## src/verilog/smc_pkg.sv

```systemverilog
package smc_pkg;

  // ------------------------------
  // Bus widths
  // ------------------------------
  localparam int addr_w   = 32;   // AHB and EMI address
  localparam int data_w   = 32;   // AHB data
  localparam int mem_w    = 16;   // External data bus
  localparam int mem_be_w = 2;    // One enable per external byte

  // AHB transfer type
  typedef enum logic [1:0] {
    IDLE   = 2'b00,
    BUSY   = 2'b01,
    NONSEQ = 2'b10,
    SEQ    = 2'b11
  } htrans_e;

  // Decoded transfer size, anything above word folds into WIDE
  typedef enum logic [2:0] {
    BYTE = 3'd0,
    HALF = 3'd1,
    WORD = 3'd2,
    WIDE = 3'd3
  } hsize_e;

  // Access sequencer states
  typedef enum logic [1:0] {
    S_IDLE   = 2'b00,
    S_LEAD   = 2'b01,   // CS low, strobes high
    S_STROBE = 2'b10,   // CS and strobe low
    S_TRAIL  = 2'b11    // Bus float before next access
  } smc_state_e;

  typedef enum logic [1:0] {
    OKAY  = 2'b00,
    ERROR = 2'b01
  } hresp_e;

  // ------------------------------
  // Bundles
  // ------------------------------
  typedef struct packed {
    logic [addr_w-1:0] haddr;
    htrans_e           htrans;
    logic              hsel;
    logic              hwrite;
    logic [2:0]        hsize;    // Raw AHB size
  } ahb_req_t;

  typedef struct packed {
    logic [addr_w-1:0] addr;     // Byte address
    hsize_e            size;
    logic              write;
    logic [data_w-1:0] wdata;    // AHB write word
  } access_req_t;

  // Pins towards the SRAM
  typedef struct packed {
    logic [addr_w-1:0]   addr;
    logic                n_cs;
    logic                n_rd;
    logic                n_we;
    logic [mem_be_w-1:0] n_be;
    logic [mem_w-1:0]    wdata;
  } emi_bus_t;

endpackage

```

## src/verilog/smc_ahb_if.sv

```systemverilog
`timescale 1ns/1ps

module smc_ahb_if import smc_pkg::*; (
  input  logic              hclk,
  input  logic              reset,
  input  ahb_req_t          ahb_req,
  input  logic              hready,       // Muxed bus ready
  input  logic [data_w-1:0] hwdata,
  output access_req_t       req,
  output logic              req_valid,
  input  logic              req_ready,
  input  logic              xfer_done,    // Last strobe cycle of last access
  input  logic [data_w-1:0] rdata_word,
  output logic [data_w-1:0] smc_hrdata,
  output logic              smc_hready,
  output hresp_e            smc_hresp
);

  logic              accept;       // Address phase taken this cycle
  logic              wide;
  hsize_e            size_dec;
  access_req_t       new_req;
  access_req_t       req_q;        // Held transfer
  logic              first_q;      // First data-phase cycle, hwdata valid
  logic              pend_q;       // Waiting for the sequencer
  logic              err_q;        // First cycle of ERROR response
  logic              hready_q;
  hresp_e            hresp_q;
  logic [data_w-1:0] hrdata_q;

  // ------------------------------
  // Address phase decode
  // ------------------------------
  assign accept = ahb_req.hsel && hready && hready_q &&
                  (ahb_req.htrans == NONSEQ || ahb_req.htrans == SEQ);

  assign size_dec = (ahb_req.hsize > 3'd2) ? WIDE : hsize_e'(ahb_req.hsize);
  assign wide     = (size_dec == WIDE);

  always_comb begin
    new_req.addr  = ahb_req.haddr;
    new_req.size  = size_dec;
    new_req.write = ahb_req.hwrite;
    new_req.wdata = req_q.wdata;   // Real data follows one cycle later
  end

  // Bypass on accept so the sequencer can start straight away
  always_comb begin
    if (accept) begin
      req = new_req;
    end else begin
      req = req_q;
      if (first_q)
        req.wdata = hwdata;        // Merge write data in first data cycle
    end
  end

  assign req_valid = (accept && !wide) || pend_q;

  // ------------------------------
  // Response control
  // ------------------------------
  always_ff @(posedge hclk) begin
    if (reset) begin
      hready_q <= 1'b1;
      hresp_q  <= OKAY;
      err_q    <= 1'b0;
      first_q  <= 1'b0;
      pend_q   <= 1'b0;
    end else begin
      first_q <= 1'b0;
      if (err_q) begin              // Second ERROR cycle, ready high
        hready_q <= 1'b1;
        err_q    <= 1'b0;
      end else if (xfer_done) begin
        hready_q <= 1'b1;
      end
      if (pend_q && req_ready)
        pend_q <= 1'b0;
      if (accept) begin
        hready_q <= 1'b0;
        if (wide) begin
          hresp_q <= ERROR;
          err_q   <= 1'b1;
        end else begin
          hresp_q <= OKAY;
          first_q <= 1'b1;
          pend_q  <= !req_ready;    // Sequencer still in trail
        end
      end else if (hready_q) begin
        hresp_q <= OKAY;
      end
    end
  end

  // Transfer and read data holding
  always_ff @(posedge hclk) begin
    if (accept && !wide)
      req_q <= new_req;
    else if (first_q)
      req_q.wdata <= hwdata;
    if (xfer_done)
      hrdata_q <= rdata_word;      // Valid with ready in last cycle
  end

  assign smc_hready = hready_q;
  assign smc_hresp  = hresp_q;
  assign smc_hrdata = hrdata_q;

endmodule

```

## src/verilog/smc_timing_counter.sv

```systemverilog
`timescale 1ns/1ps

module smc_timing_counter import smc_pkg::*; #(
  parameter int CSLE = 1,   // Lead cycles
  parameter int WS   = 2,   // Wait states
  parameter int CSTE = 1    // Trail cycles
) (
  input  logic       hclk,
  input  logic       reset,
  input  smc_state_e state,
  input  smc_state_e next_state,
  output logic       phase_last,   // Last cycle of current phase
  output logic       trail_skip    // No trail phase configured
);

  localparam int cnt_w = 4;

  // Reload values, counter runs down to zero
  localparam logic [cnt_w-1:0] lead_load   = (CSLE > 0) ? cnt_w'(CSLE - 1) : '0;
  localparam logic [cnt_w-1:0] strobe_load = cnt_w'(WS);
  localparam logic [cnt_w-1:0] trail_load  = (CSTE > 0) ? cnt_w'(CSTE - 1) : '0;

  logic [cnt_w-1:0] cnt_q;
  logic [cnt_w-1:0] load_val;
  logic             reload;

  always_comb begin
    case (next_state)
      S_LEAD:   load_val = lead_load;
      S_STROBE: load_val = strobe_load;
      S_TRAIL:  load_val = trail_load;
      default:  load_val = '0;
    endcase
  end

  // Phase change, or back-to-back strobes when both lead and trail are 0
  assign reload = (next_state != state) || phase_last;

  always_ff @(posedge hclk) begin
    if (reset) begin
      cnt_q <= '0;
    end else if (reload) begin
      cnt_q <= load_val;
    end else if (cnt_q != '0) begin
      cnt_q <= cnt_q - 1'b1;
    end
  end

  // In idle this tells the sequencer to skip the lead phase
  assign phase_last = (state == S_IDLE) ? (CSLE == 0) : (cnt_q == '0);
  assign trail_skip = (CSTE == 0);

endmodule

```

## src/verilog/smc_state_ctrl.sv

```systemverilog
`timescale 1ns/1ps

module smc_state_ctrl import smc_pkg::*; (
  input  logic       hclk,
  input  logic       reset,
  input  logic       req_valid,
  output logic       req_ready,
  input  logic       phase_last,
  input  logic       trail_skip,
  input  logic       last_access,   // Current access finishes the transfer
  output smc_state_e state,
  output smc_state_e next_state,
  output logic       xfer_done,
  output logic       smc_busy
);

  logic       more_q;        // Second halfword still to do
  logic       lead_skip_q;   // Zero lead cycles
  smc_state_e resume_state;  // Entry point of the next access

  assign resume_state = lead_skip_q ? S_STROBE : S_LEAD;

  // ------------------------------
  // Next state
  // ------------------------------
  always_comb begin
    next_state = state;
    case (state)
      S_IDLE: begin
        if (req_valid)
          next_state = phase_last ? S_STROBE : S_LEAD;   // phase_last means no lead
      end
      S_LEAD: begin
        if (phase_last)
          next_state = S_STROBE;
      end
      S_STROBE: begin
        if (phase_last) begin
          if (!trail_skip)
            next_state = S_TRAIL;
          else if (last_access)
            next_state = S_IDLE;
          else
            next_state = resume_state;
        end
      end
      S_TRAIL: begin
        if (phase_last)
          next_state = more_q ? resume_state : S_IDLE;
      end
      default: next_state = S_IDLE;
    endcase
  end

  always_ff @(posedge hclk) begin
    if (reset) begin
      state       <= S_IDLE;
      more_q      <= 1'b0;
      lead_skip_q <= 1'b0;
    end else begin
      state <= next_state;
      if (state == S_IDLE)
        lead_skip_q <= phase_last;
      if (state == S_STROBE && phase_last)
        more_q <= !last_access;   // Remember across the trail phase
    end
  end

  // ------------------------------
  // Handshake and status
  // ------------------------------
  assign req_ready = (state == S_IDLE);
  assign xfer_done = (state == S_STROBE) && phase_last && last_access;
  assign smc_busy  = (state != S_IDLE);

endmodule

```

## src/verilog/smc_mac.sv

```systemverilog
`timescale 1ns/1ps

module smc_mac import smc_pkg::*; (
  input  logic                hclk,
  input  logic                reset,
  input  access_req_t         req,
  input  smc_state_e          state,
  input  smc_state_e          next_state,
  input  logic                phase_last,
  input  logic [mem_w-1:0]    data_smc,
  output logic                last_access,
  output logic                half_sel,     // Halfword of the coming access
  output logic [mem_w-1:0]    lane_wdata,
  output logic [mem_be_w-1:0] lane_n_be,
  output logic [data_w-1:0]   rdata_word
);

  logic             is_word;
  logic             strobe_end;
  logic             cnt_q;       // Access index in current transfer
  logic             cnt_d;
  logic [mem_w-1:0] low_q;       // Low read half of a word

  assign is_word    = (req.size == WORD);
  assign strobe_end = (state == S_STROBE) && phase_last;

  // Word needs two accesses, byte and half one
  assign last_access = !is_word || cnt_q;

  // ------------------------------
  // Access counter
  // ------------------------------
  always_comb begin
    cnt_d = cnt_q;
    if (next_state == S_IDLE)
      cnt_d = 1'b0;
    else if (strobe_end && !last_access)
      cnt_d = 1'b1;
  end

  always_ff @(posedge hclk) begin
    if (reset)
      cnt_q <= 1'b0;
    else
      cnt_q <= cnt_d;
  end

  // Look-ahead value, the pins are loaded on the phase edge
  assign half_sel = is_word ? cnt_d : req.addr[1];

  // ------------------------------
  // Write lanes
  // ------------------------------
  assign lane_wdata = half_sel ? req.wdata[data_w-1:mem_w] : req.wdata[mem_w-1:0];

  always_comb begin
    case (req.size)
      BYTE:    lane_n_be = req.addr[0] ? 2'b01 : 2'b10;   // Active low
      default: lane_n_be = 2'b00;
    endcase
  end

  // ------------------------------
  // Read assembly
  // ------------------------------
  always_ff @(posedge hclk) begin
    if (strobe_end && !cnt_q)
      low_q <= data_smc;
  end

  // Narrow reads land on both halves, the master picks its lane
  assign rdata_word = is_word ? {data_smc, low_q} : {data_smc, data_smc};

endmodule

```

## src/verilog/smc_emi_drive.sv

```systemverilog
`timescale 1ns/1ps

module smc_emi_drive import smc_pkg::*; (
  input  logic                hclk,
  input  logic                reset,
  input  access_req_t         req,
  input  smc_state_e          next_state,
  input  logic                half_sel,
  input  logic [mem_w-1:0]    lane_wdata,
  input  logic [mem_be_w-1:0] lane_n_be,
  output emi_bus_t            emi
);

  logic                cs_next;       // CS low in coming cycle
  logic                strobe_next;
  logic                n_cs_q;
  logic                n_rd_q;
  logic                n_we_q;
  logic [mem_be_w-1:0] n_be_q;
  logic [addr_w-1:0]   addr_q;
  logic [mem_w-1:0]    wdata_q;

  assign cs_next     = (next_state == S_LEAD) || (next_state == S_STROBE);
  assign strobe_next = (next_state == S_STROBE);

  // ------------------------------
  // Strobes, all registered
  // ------------------------------
  always_ff @(posedge hclk) begin
    if (reset) begin
      n_cs_q <= 1'b1;
      n_rd_q <= 1'b1;
      n_we_q <= 1'b1;
      n_be_q <= '1;
    end else begin
      n_cs_q <= !cs_next;
      n_rd_q <= !(strobe_next && !req.write);
      n_we_q <= !(strobe_next && req.write);
      n_be_q <= cs_next ? lane_n_be : '1;
    end
  end

  // Address and write data
  always_ff @(posedge hclk) begin
    if (cs_next)
      addr_q <= {req.addr[addr_w-1:2], half_sel, 1'b0};   // Halfword aligned
    if (!req.write)
      wdata_q <= '0;
    else if (cs_next)
      wdata_q <= lane_wdata;   // Reloaded each cycle, settles before strobe
  end

  assign emi = '{
    addr:  addr_q,
    n_cs:  n_cs_q,
    n_rd:  n_rd_q,
    n_we:  n_we_q,
    n_be:  n_be_q,
    wdata: wdata_q
  };

endmodule

```

## src/verilog/smc_top.sv

```systemverilog
`timescale 1ns/1ps

module smc_top import smc_pkg::*; #(
  parameter int CSLE = 1,
  parameter int WS   = 2,
  parameter int CSTE = 1
) (
  input  logic              hclk,
  input  logic              reset,
  input  ahb_req_t          ahb_req,
  input  logic              hready,
  input  logic [data_w-1:0] hwdata,
  output logic [data_w-1:0] smc_hrdata,
  output logic              smc_hready,
  output hresp_e            smc_hresp,
  input  logic [mem_w-1:0]  data_smc,
  output emi_bus_t          emi,
  output logic              smc_busy
);

  // ------------------------------
  // Internal nets
  // ------------------------------
  access_req_t         req;
  logic                req_valid;
  logic                req_ready;
  logic                xfer_done;
  logic [data_w-1:0]   rdata_word;
  smc_state_e          state;
  smc_state_e          next_state;
  logic                phase_last;
  logic                trail_skip;
  logic                last_access;
  logic                half_sel;
  logic [mem_w-1:0]    lane_wdata;
  logic [mem_be_w-1:0] lane_n_be;

  smc_ahb_if u_ahb_if (
    .hclk       (hclk),
    .reset      (reset),
    .ahb_req    (ahb_req),
    .hready     (hready),
    .hwdata     (hwdata),
    .req        (req),
    .req_valid  (req_valid),
    .req_ready  (req_ready),
    .xfer_done  (xfer_done),
    .rdata_word (rdata_word),
    .smc_hrdata (smc_hrdata),
    .smc_hready (smc_hready),
    .smc_hresp  (smc_hresp)
  );

  smc_timing_counter #(
    .CSLE (CSLE),
    .WS   (WS),
    .CSTE (CSTE)
  ) u_timing_counter (
    .hclk       (hclk),
    .reset      (reset),
    .state      (state),
    .next_state (next_state),
    .phase_last (phase_last),
    .trail_skip (trail_skip)
  );

  smc_state_ctrl u_state_ctrl (
    .hclk        (hclk),
    .reset       (reset),
    .req_valid   (req_valid),
    .req_ready   (req_ready),
    .phase_last  (phase_last),
    .trail_skip  (trail_skip),
    .last_access (last_access),
    .state       (state),
    .next_state  (next_state),
    .xfer_done   (xfer_done),
    .smc_busy    (smc_busy)
  );

  smc_mac u_mac (
    .hclk        (hclk),
    .reset       (reset),
    .req         (req),
    .state       (state),
    .next_state  (next_state),
    .phase_last  (phase_last),
    .data_smc    (data_smc),
    .last_access (last_access),
    .half_sel    (half_sel),
    .lane_wdata  (lane_wdata),
    .lane_n_be   (lane_n_be),
    .rdata_word  (rdata_word)
  );

  smc_emi_drive u_emi_drive (
    .hclk       (hclk),
    .reset      (reset),
    .req        (req),
    .next_state (next_state),
    .half_sel   (half_sel),
    .lane_wdata (lane_wdata),
    .lane_n_be  (lane_n_be),
    .emi        (emi)
  );

endmodule

```

## config.mk

```make
export PLATFORM = sky130hd
export DESIGN_NAME = smc_top
export DESIGN_NICKNAME = d
export VERILOG_FILES = /design/src/verilog/smc_pkg.sv /design/src/verilog/smc_ahb_if.sv /design/src/verilog/smc_timing_counter.sv /design/src/verilog/smc_state_ctrl.sv /design/src/verilog/smc_mac.sv /design/src/verilog/smc_emi_drive.sv /design/src/verilog/smc_top.sv
export SDC_FILE = /design/constraint.sdc
export NUM_CORES = 1
export LEC_CHECK = 0
export BUFFER_PORTS_ARGS = -buffer_cell sky130_fd_sc_hd__buf_2
export CORE_MARGIN = 2
export CORE_UTILIZATION = 53
export CTS_CLUSTER_DIAMETER = 150
export CTS_CLUSTER_SIZE = 40
export DETAILED_ROUTE_END_ITERATION = 16
export PLACE_DENSITY = 0.77
export SLEW_MARGIN = 5
export SYNTH_ARGS = -nofsm -noshare
export SYNTH_HDL_FRONTEND = slang
export SYNTH_SLANG_ARGS = --single-unit
```

## constraint.sdc

```tcl
create_clock -name hclk -period 3.7 [get_ports hclk]
set_clock_uncertainty 0.1 [all_clocks]
set_input_delay 0 -clock hclk [delete_from_list [all_inputs] [get_ports hclk]]
set_output_delay 0 -clock hclk [all_outputs]
set_load 0.01 [all_outputs]
```

==> metrics.cfg, run 1 <==
[global_routing]
grt-ovfl-total=0
antenna_found_initial=1
first_global_vias=5072
grt_pass1_wl_um=25400
grt_max_degree=45
grtUsageTotal_pct=22.9

[clock_network]
cts_buffers=17
cts_tree=built
cts-root-buf=clkbuf_16
clock_latency_ns=0.42
clk_pin_slew_worst_paths_ns=0.07
htreeDepth=4
clockBufferDepth=2
cts_resized=0
cts_sinks=182
cts-hold-fix-buffers=87
cts_setup_buffers=0

[synth]
ys_top_cells_by_area=edfxtp_1 (61%), dfxtp_1 (9.6%), mux2_2 (7.7%), nand2_1 (4.8%), mux4_2 (4.6%)
synth_compound_area_share_pct=4.09
synthSimpleGateAreaFrac_pct=7.93
synth_top_family_by_area=multiplexers
syn_avg_cell_area_um2=14.8
synthMuxAreaShare_pct=13.7
ys_seq_elements=182
synth-adder-area-share_pct=0.688
synth-xor-area-share_pct=0.241
ys_warn_count=0
synthTopCellsByCount=edfxtp_1 (147), nand2_1 (93), mux2_2 (50), dfxtp_1 (35), inv_1 (26)
synth_top_flop_cell=edfxtp_1
syn-cell-area_um2=7280
ys_async_sr_fraction_pct=0
synth_top_area_share_pct=60.7
yosysMostFrequentCell=edfxtp_1
synth-edff-count=147
yosysSeqAreaShare_pct=70.3
syn_inst=490
yosysTopAreaCell=edfxtp_1
synth.distinct_cells=37

[floorplanning]
num_rows=42
core-area_um2=13300
io-pin-count=179
fp.dieH_um=121
start_util_pct=54.5
die-area_um2=14700
die_w_um=121

[route]
first_iter_violations=448
drtPass1Iterations=4
drt_wl_total_um=16200
wl_per_cell_um=17.1
vias_per_cell=5.14
vias=4880
ant_nets=0
remaining_drc_errors=0

[placement]
dp_cells=829
dp_slack_ns=0.320
dp_hpwl_um=9920
numPortBuffers=175
gp_congestion=0.868

[sta]
fmax_mhz=294
relSlewSlack_pct=51.1
fin_ws_ns=0.300
final-setup-viol-count=0
drv_slew=0
fin_crit_ns=3.40
setup_tns_ns=0
hold_violations=0
hold_slack_ns=0.100
rsz0062_at_grt=false
period_share_pct=91.9
worst_pin_slew_ns=0.714

[worst_hold_path]
hold_class=in -> reg
hold_path_depth=4

[power_and_ir_drop]
p_seq_share_pct=48.1
p_per_area_nw_per_um2=551
power_leakage_nw=4.01
p_switching_mw=1.33
pwr-share-comb_pct=16.3
switching_share_pct=24.5
pwr-share-clk_pct=35.6
p_int_mw=4.10
vdd_ir_drop_max_v=0.000475

[critical_path]
r2r_slack_ns=0.30
crit_fanout=17
arrival_ns=3.62
r2r_cells=12
cp-end-kind=register
start_kind=register
required_ns=3.92
path_class=reg -> reg

[run_status]
status=completed

[finish]
fin_cells=949
final_core_util_pct=74.0
area_growth_pct=35.7
drive_gt1_share_pct=37.7
layout.nets=853
fillCellCount=852

[run]
cap_violations=0

==> registers in the layout (all words and copies together) (netlist names), 2 cells and up <==
name                    count
u_timing_counter.cnt_q      4
u_emi_drive.addr_q         31
u_ahb_if.new_req           32
u_state_ctrl.state          2
u_emi_drive.n_be_q          2
u_emi_drive.wdata_q        16
u_mac.low_q                16
u_ahb_if.smc_hrdata        32
u_ahb_if.req_q             36
==> power groups by stage <==
stage | combinational (mW) | sequential [mW] | clock [mW]
2_1_floorplan | 0.498 | 2.66 | 0
3_3_place_gp | 0.763 | 2.62 | 0
3_5_place_dp | 0.801 | 2.65 | 0
4_1_cts | 0.883 | 2.61 | 1.97
5_1_grt | 0.963 | 2.63 | 2.05
6_report | 0.888 | 2.61 | 1.94
==> cell type report <==
type | instances | area [um^2] | area share [%]
timing repair buffer | 274 | 1850 | 18.7
tap | 176 | 220 | 2.23
clock buffer | 17 | 425 | 4.31
clock inverter | 15 | 209 | 2.12
sequential | 182 | 5110 | 51.8
antenna | 1 | 2.50 | 0.0253
multi-input combinational | 258 | 1960 | 19.8
inverter | 26 | 97.6 | 0.988
==> metrics by stage <==
step                      power [mW]  instance area [um^2]
final                           5.44                  9870
after CTS                       5.45                  9870
after detailed placement        3.45                  8370
after floorplan                 3.16                  7280
after global placement          3.39                  8370
after global routing            5.65                  9870
==> cells by family (layout without fill, tap and decap cells) <==
family / after synthesis / after routing
xor+xnor: 2 / 2
fa+ha+maj: 4 / 4
mux: 71 / 71
other cells: 1 / 4
flops: 182 / 182
simple gates: 131 / 131
compound gates: 47 / 47
buf+inv: 52 / 332
==> cells in the final DEF (no fill, tap or decap), types with 2 or more instances in the layout <==
cell type and instances:
buf_2 175, edfxtp_1 147, nand2_1 93, dlygate4sd3_1 87
mux2_2 50, dfxtp_1 35, inv_1 26, a21oi_1 22
o21a_1 17, clkbuf_16 17, mux4_2 15, nor2_1 12
buf_4 11, nor3_1 9, inv_6 9, nor3b_1 4
ha_1 4, bufinv_16 4, or2_2 3, mux2i_1 3
nand2b_1 3, conb_1 3, o21ai_0 2, nor2b_1 2
mux2i_4 2, xnor2_1 2, clkinv_2 2
==> critical path, stage by stage, from the launching register on <==
cell and delay [ns]:
dfxtp_1 0.31, inv_1 0.11, ha_1 0.19, nor3b_2 0.51, nor2b_1 0.11, a311oi_1 0.44, ha_1 0.26, nor2_1 0.05
a32oi_1 0.29, mux2i_4 0.12, buf_12 0.18, mux4_1 0.46, o21a_1 0.18
==> routing by layer <==
metal	global-route usage, %	wire [um]	up-vias
li1	-	-	2316
met1	26.8	6340	2366
met2	39.9	8600	169
met3	5.55	920	29
met4	10.5	388	0
met5	0	0	-
==> path summary, 6_finish.rpt <==
check / from / end
min: hready / u_ahb_if.pend_q
min reg2reg: u_ahb_if.smc_hresp[0] / u_ahb_if.smc_hresp[0]
max: u_timing_counter.cnt_q[0] / u_emi_drive.wdata_q[3]
max reg2reg: u_timing_counter.cnt_q[0] / u_emi_drive.wdata_q[3]
Note: power is estimated with default switching activity, not from simulation.
==> run 2: changes to the inputs <==
--- a/config.mk
+++ b/config.mk
@@ -7,11 +7,12 @@
 export LEC_CHECK = 0
 export BUFFER_PORTS_ARGS = -buffer_cell sky130_fd_sc_hd__buf_2
 export CORE_MARGIN = 2
-export CORE_UTILIZATION = 53
+export CORE_UTILIZATION = 30
 export CTS_CLUSTER_DIAMETER = 150
 export CTS_CLUSTER_SIZE = 40
 export DETAILED_ROUTE_END_ITERATION = 16
-export PLACE_DENSITY = 0.77
+export GPL_TIMING_DRIVEN = 0
+export PLACE_DENSITY = 0.48
 export SLEW_MARGIN = 5
 export SYNTH_ARGS = -nofsm -noshare
 export SYNTH_HDL_FRONTEND = slang
==> metrics.cfg, run 2 (synthesis results as in run 1) <==
[critical_path]
crit_family=compound AO/OA/AOI/OAI gates
crit_fanout=10
path_class=reg -> reg
crit_slowest_cell=a311oi_1
start_kind=register
cp-end-kind=register
r2r-end=u_emi_drive.wdata_q[9]
r2r_cells=12
crit_top_cell=ha_1
arrival_ns=3.61
slowest_delay_ns=0.45
crit-reg2reg-launch=u_timing_counter.cnt_q[0]
critPathBufInv=2
required_ns=3.91
r2r_slack_ns=0.30
crit_chain=inv_1 > ha_1 > nor3b_4 > nor2b_1 > a311oi_1 > ha_1 > nor2_1 > a32oi_1 > mux2i_4 > buf_6 > mux4_2 > o21a_1

[floorplanning]
die_w_um=160
core-area_um2=23600
fp.dieH_um=160
num_rows=56
io-pin-count=179
die-area_um2=25500
start_util_pct=30.8

[global_routing]
grtUsageTotal_pct=14.1
antenna_found_initial=0
first_global_vias=5193
grt-ovfl-total=0
grt_pass1_wl_um=28000
grt_max_degree=37

[placement]
dp_cells=986
dp_slack_ns=-0.495
gp_congestion=0.712
dp_hpwl_um=12000
numPortBuffers=175

[clock_network]
clockBufferDepth=2
cts_buffers=17
cts-root-buf=clkbuf_16
clk_pin_slew_worst_paths_ns=0.07
cts_tree=built
clock_latency_ns=0.42
cts_sinks=182
htreeDepth=4

[worst_hold_path]
holdPathEnd=u_ahb_if.err_q
hold_path_depth=3
hp-start=ahb_req[2]
hold_class=in -> reg

[finish]
n_antenna_cell=0
fin_cells=1108
drive_gt1_share_pct=37.3
top_register=u_ahb_if.req_q
largest_reg_flops=36
layout.nets=870
area_growth_pct=39.0
final_common_cell=buf_2
layout.cells.most_common_list=buf_2 (175), edfxtp_1 (147), nand2_1 (92)

[route]
drt_wl_total_um=17700
first_iter_violations=222
vias=4905
vias_per_cell=4.43
remaining_drc_errors=0
ant_nets=0
drtPass1Iterations=4
wl_per_cell_um=16.0

[power_and_ir_drop]
vdd_ir_drop_max_v=0.000275
p_per_area_nw_per_um2=535
power_leakage_nw=4.00

[sta]
fin_crit_ns=3.40
worst_pin_slew_ns=0.857
fin_ws_ns=0.302
hold_violations=0
relSlewSlack_pct=41.2
hold_slack_ns=0.0581
drv_slew=0
final-setup-viol-count=0
rsz0062_at_grt=false
fmax_mhz=294
period_share_pct=91.8

[run_status]
status=completed

[run]
cap_violations=0

-- run 2: where the power goes --
group | total (mW) | leakage (nW) | switching [mW] | internal (mW)
registers | 2.61 | 1.67 | 0.112 | 2.49
logic | 0.935 | 2.03 | 0.451 | 0.483
clock network | 1.87 | 0.298 | 0.802 | 1.07
-- run 2: worst max-delay path by stage --
stage	startpoint	to	depth (start not counted)
final	u_timing_counter.cnt_q[0]	u_emi_drive.wdata_q[9]	12
after global routing	u_timing_counter.cnt_q[0]	u_emi_drive.wdata_q[11]	12
after CTS	u_ahb_if.smc_hready	u_emi_drive.addr_q[13]	9
after detailed placement	u_ahb_if.smc_hready	u_emi_drive.wdata_q[11]	12
after global placement	u_ahb_if.smc_hready	u_ahb_if.req_q[63]	4
after floorplan	u_timing_counter.cnt_q[0]	u_emi_drive.wdata_q[10]	12
-- run 2: through the flow --
stage	util [%]	total power [mW]	cell area, um^2	TNS, ns
after detailed placement	36.3	3.48	8560	-19.09
after global placement	36.2	3.43	8560	-38.82
after CTS	42.8	5.48	10100	0
final	42.8	5.42	10100	0
after floorplan	-	3.16	7280	0
after global routing	42.8	5.69	10100	0
-- run 2: repair_timing --
action                     in CTS  in global routing
hold endpoints to repair      155                  0
gates cloned                    1                  0
setup endpoints to repair      47                 45
setup buffers                   2                  2
hold buffers                   86                  0
resized for setup               4                  1
-- run 2: metal layers --
metal  track usage [%]  vias up  share of wire [%]
li1                  -     2346                  -
met5                 0        -                  0
met4              4.79        0                1.6
met1              17.4     2411                 43
met2              24.3      131                 51
met3              3.56       17                4.4
-- run 2: cell type report --
cell class,instances,area [um^2]
fillers,2228,13500
flip-flops and latches,182,5110
multi-input cells,258,1970
repair buffers,265,1790
clock buffers,21,472
well taps,319,399
clock inverters,11,139
plain buffers,25,121
inverters,26,101
repair inverters,1,7.51
-- run 2: worst reg2reg max path: stages (launching register included) --
cell      delay (ns)
dfxtp_1         0.31
inv_1           0.11
ha_1            0.21
nor3b_4         0.44
nor2b_1         0.10
a311oi_1        0.45
ha_1            0.27
nor2_1          0.05
a32oi_1         0.31
mux2i_4         0.14
buf_6           0.19
mux4_2          0.43
o21a_1          0.18
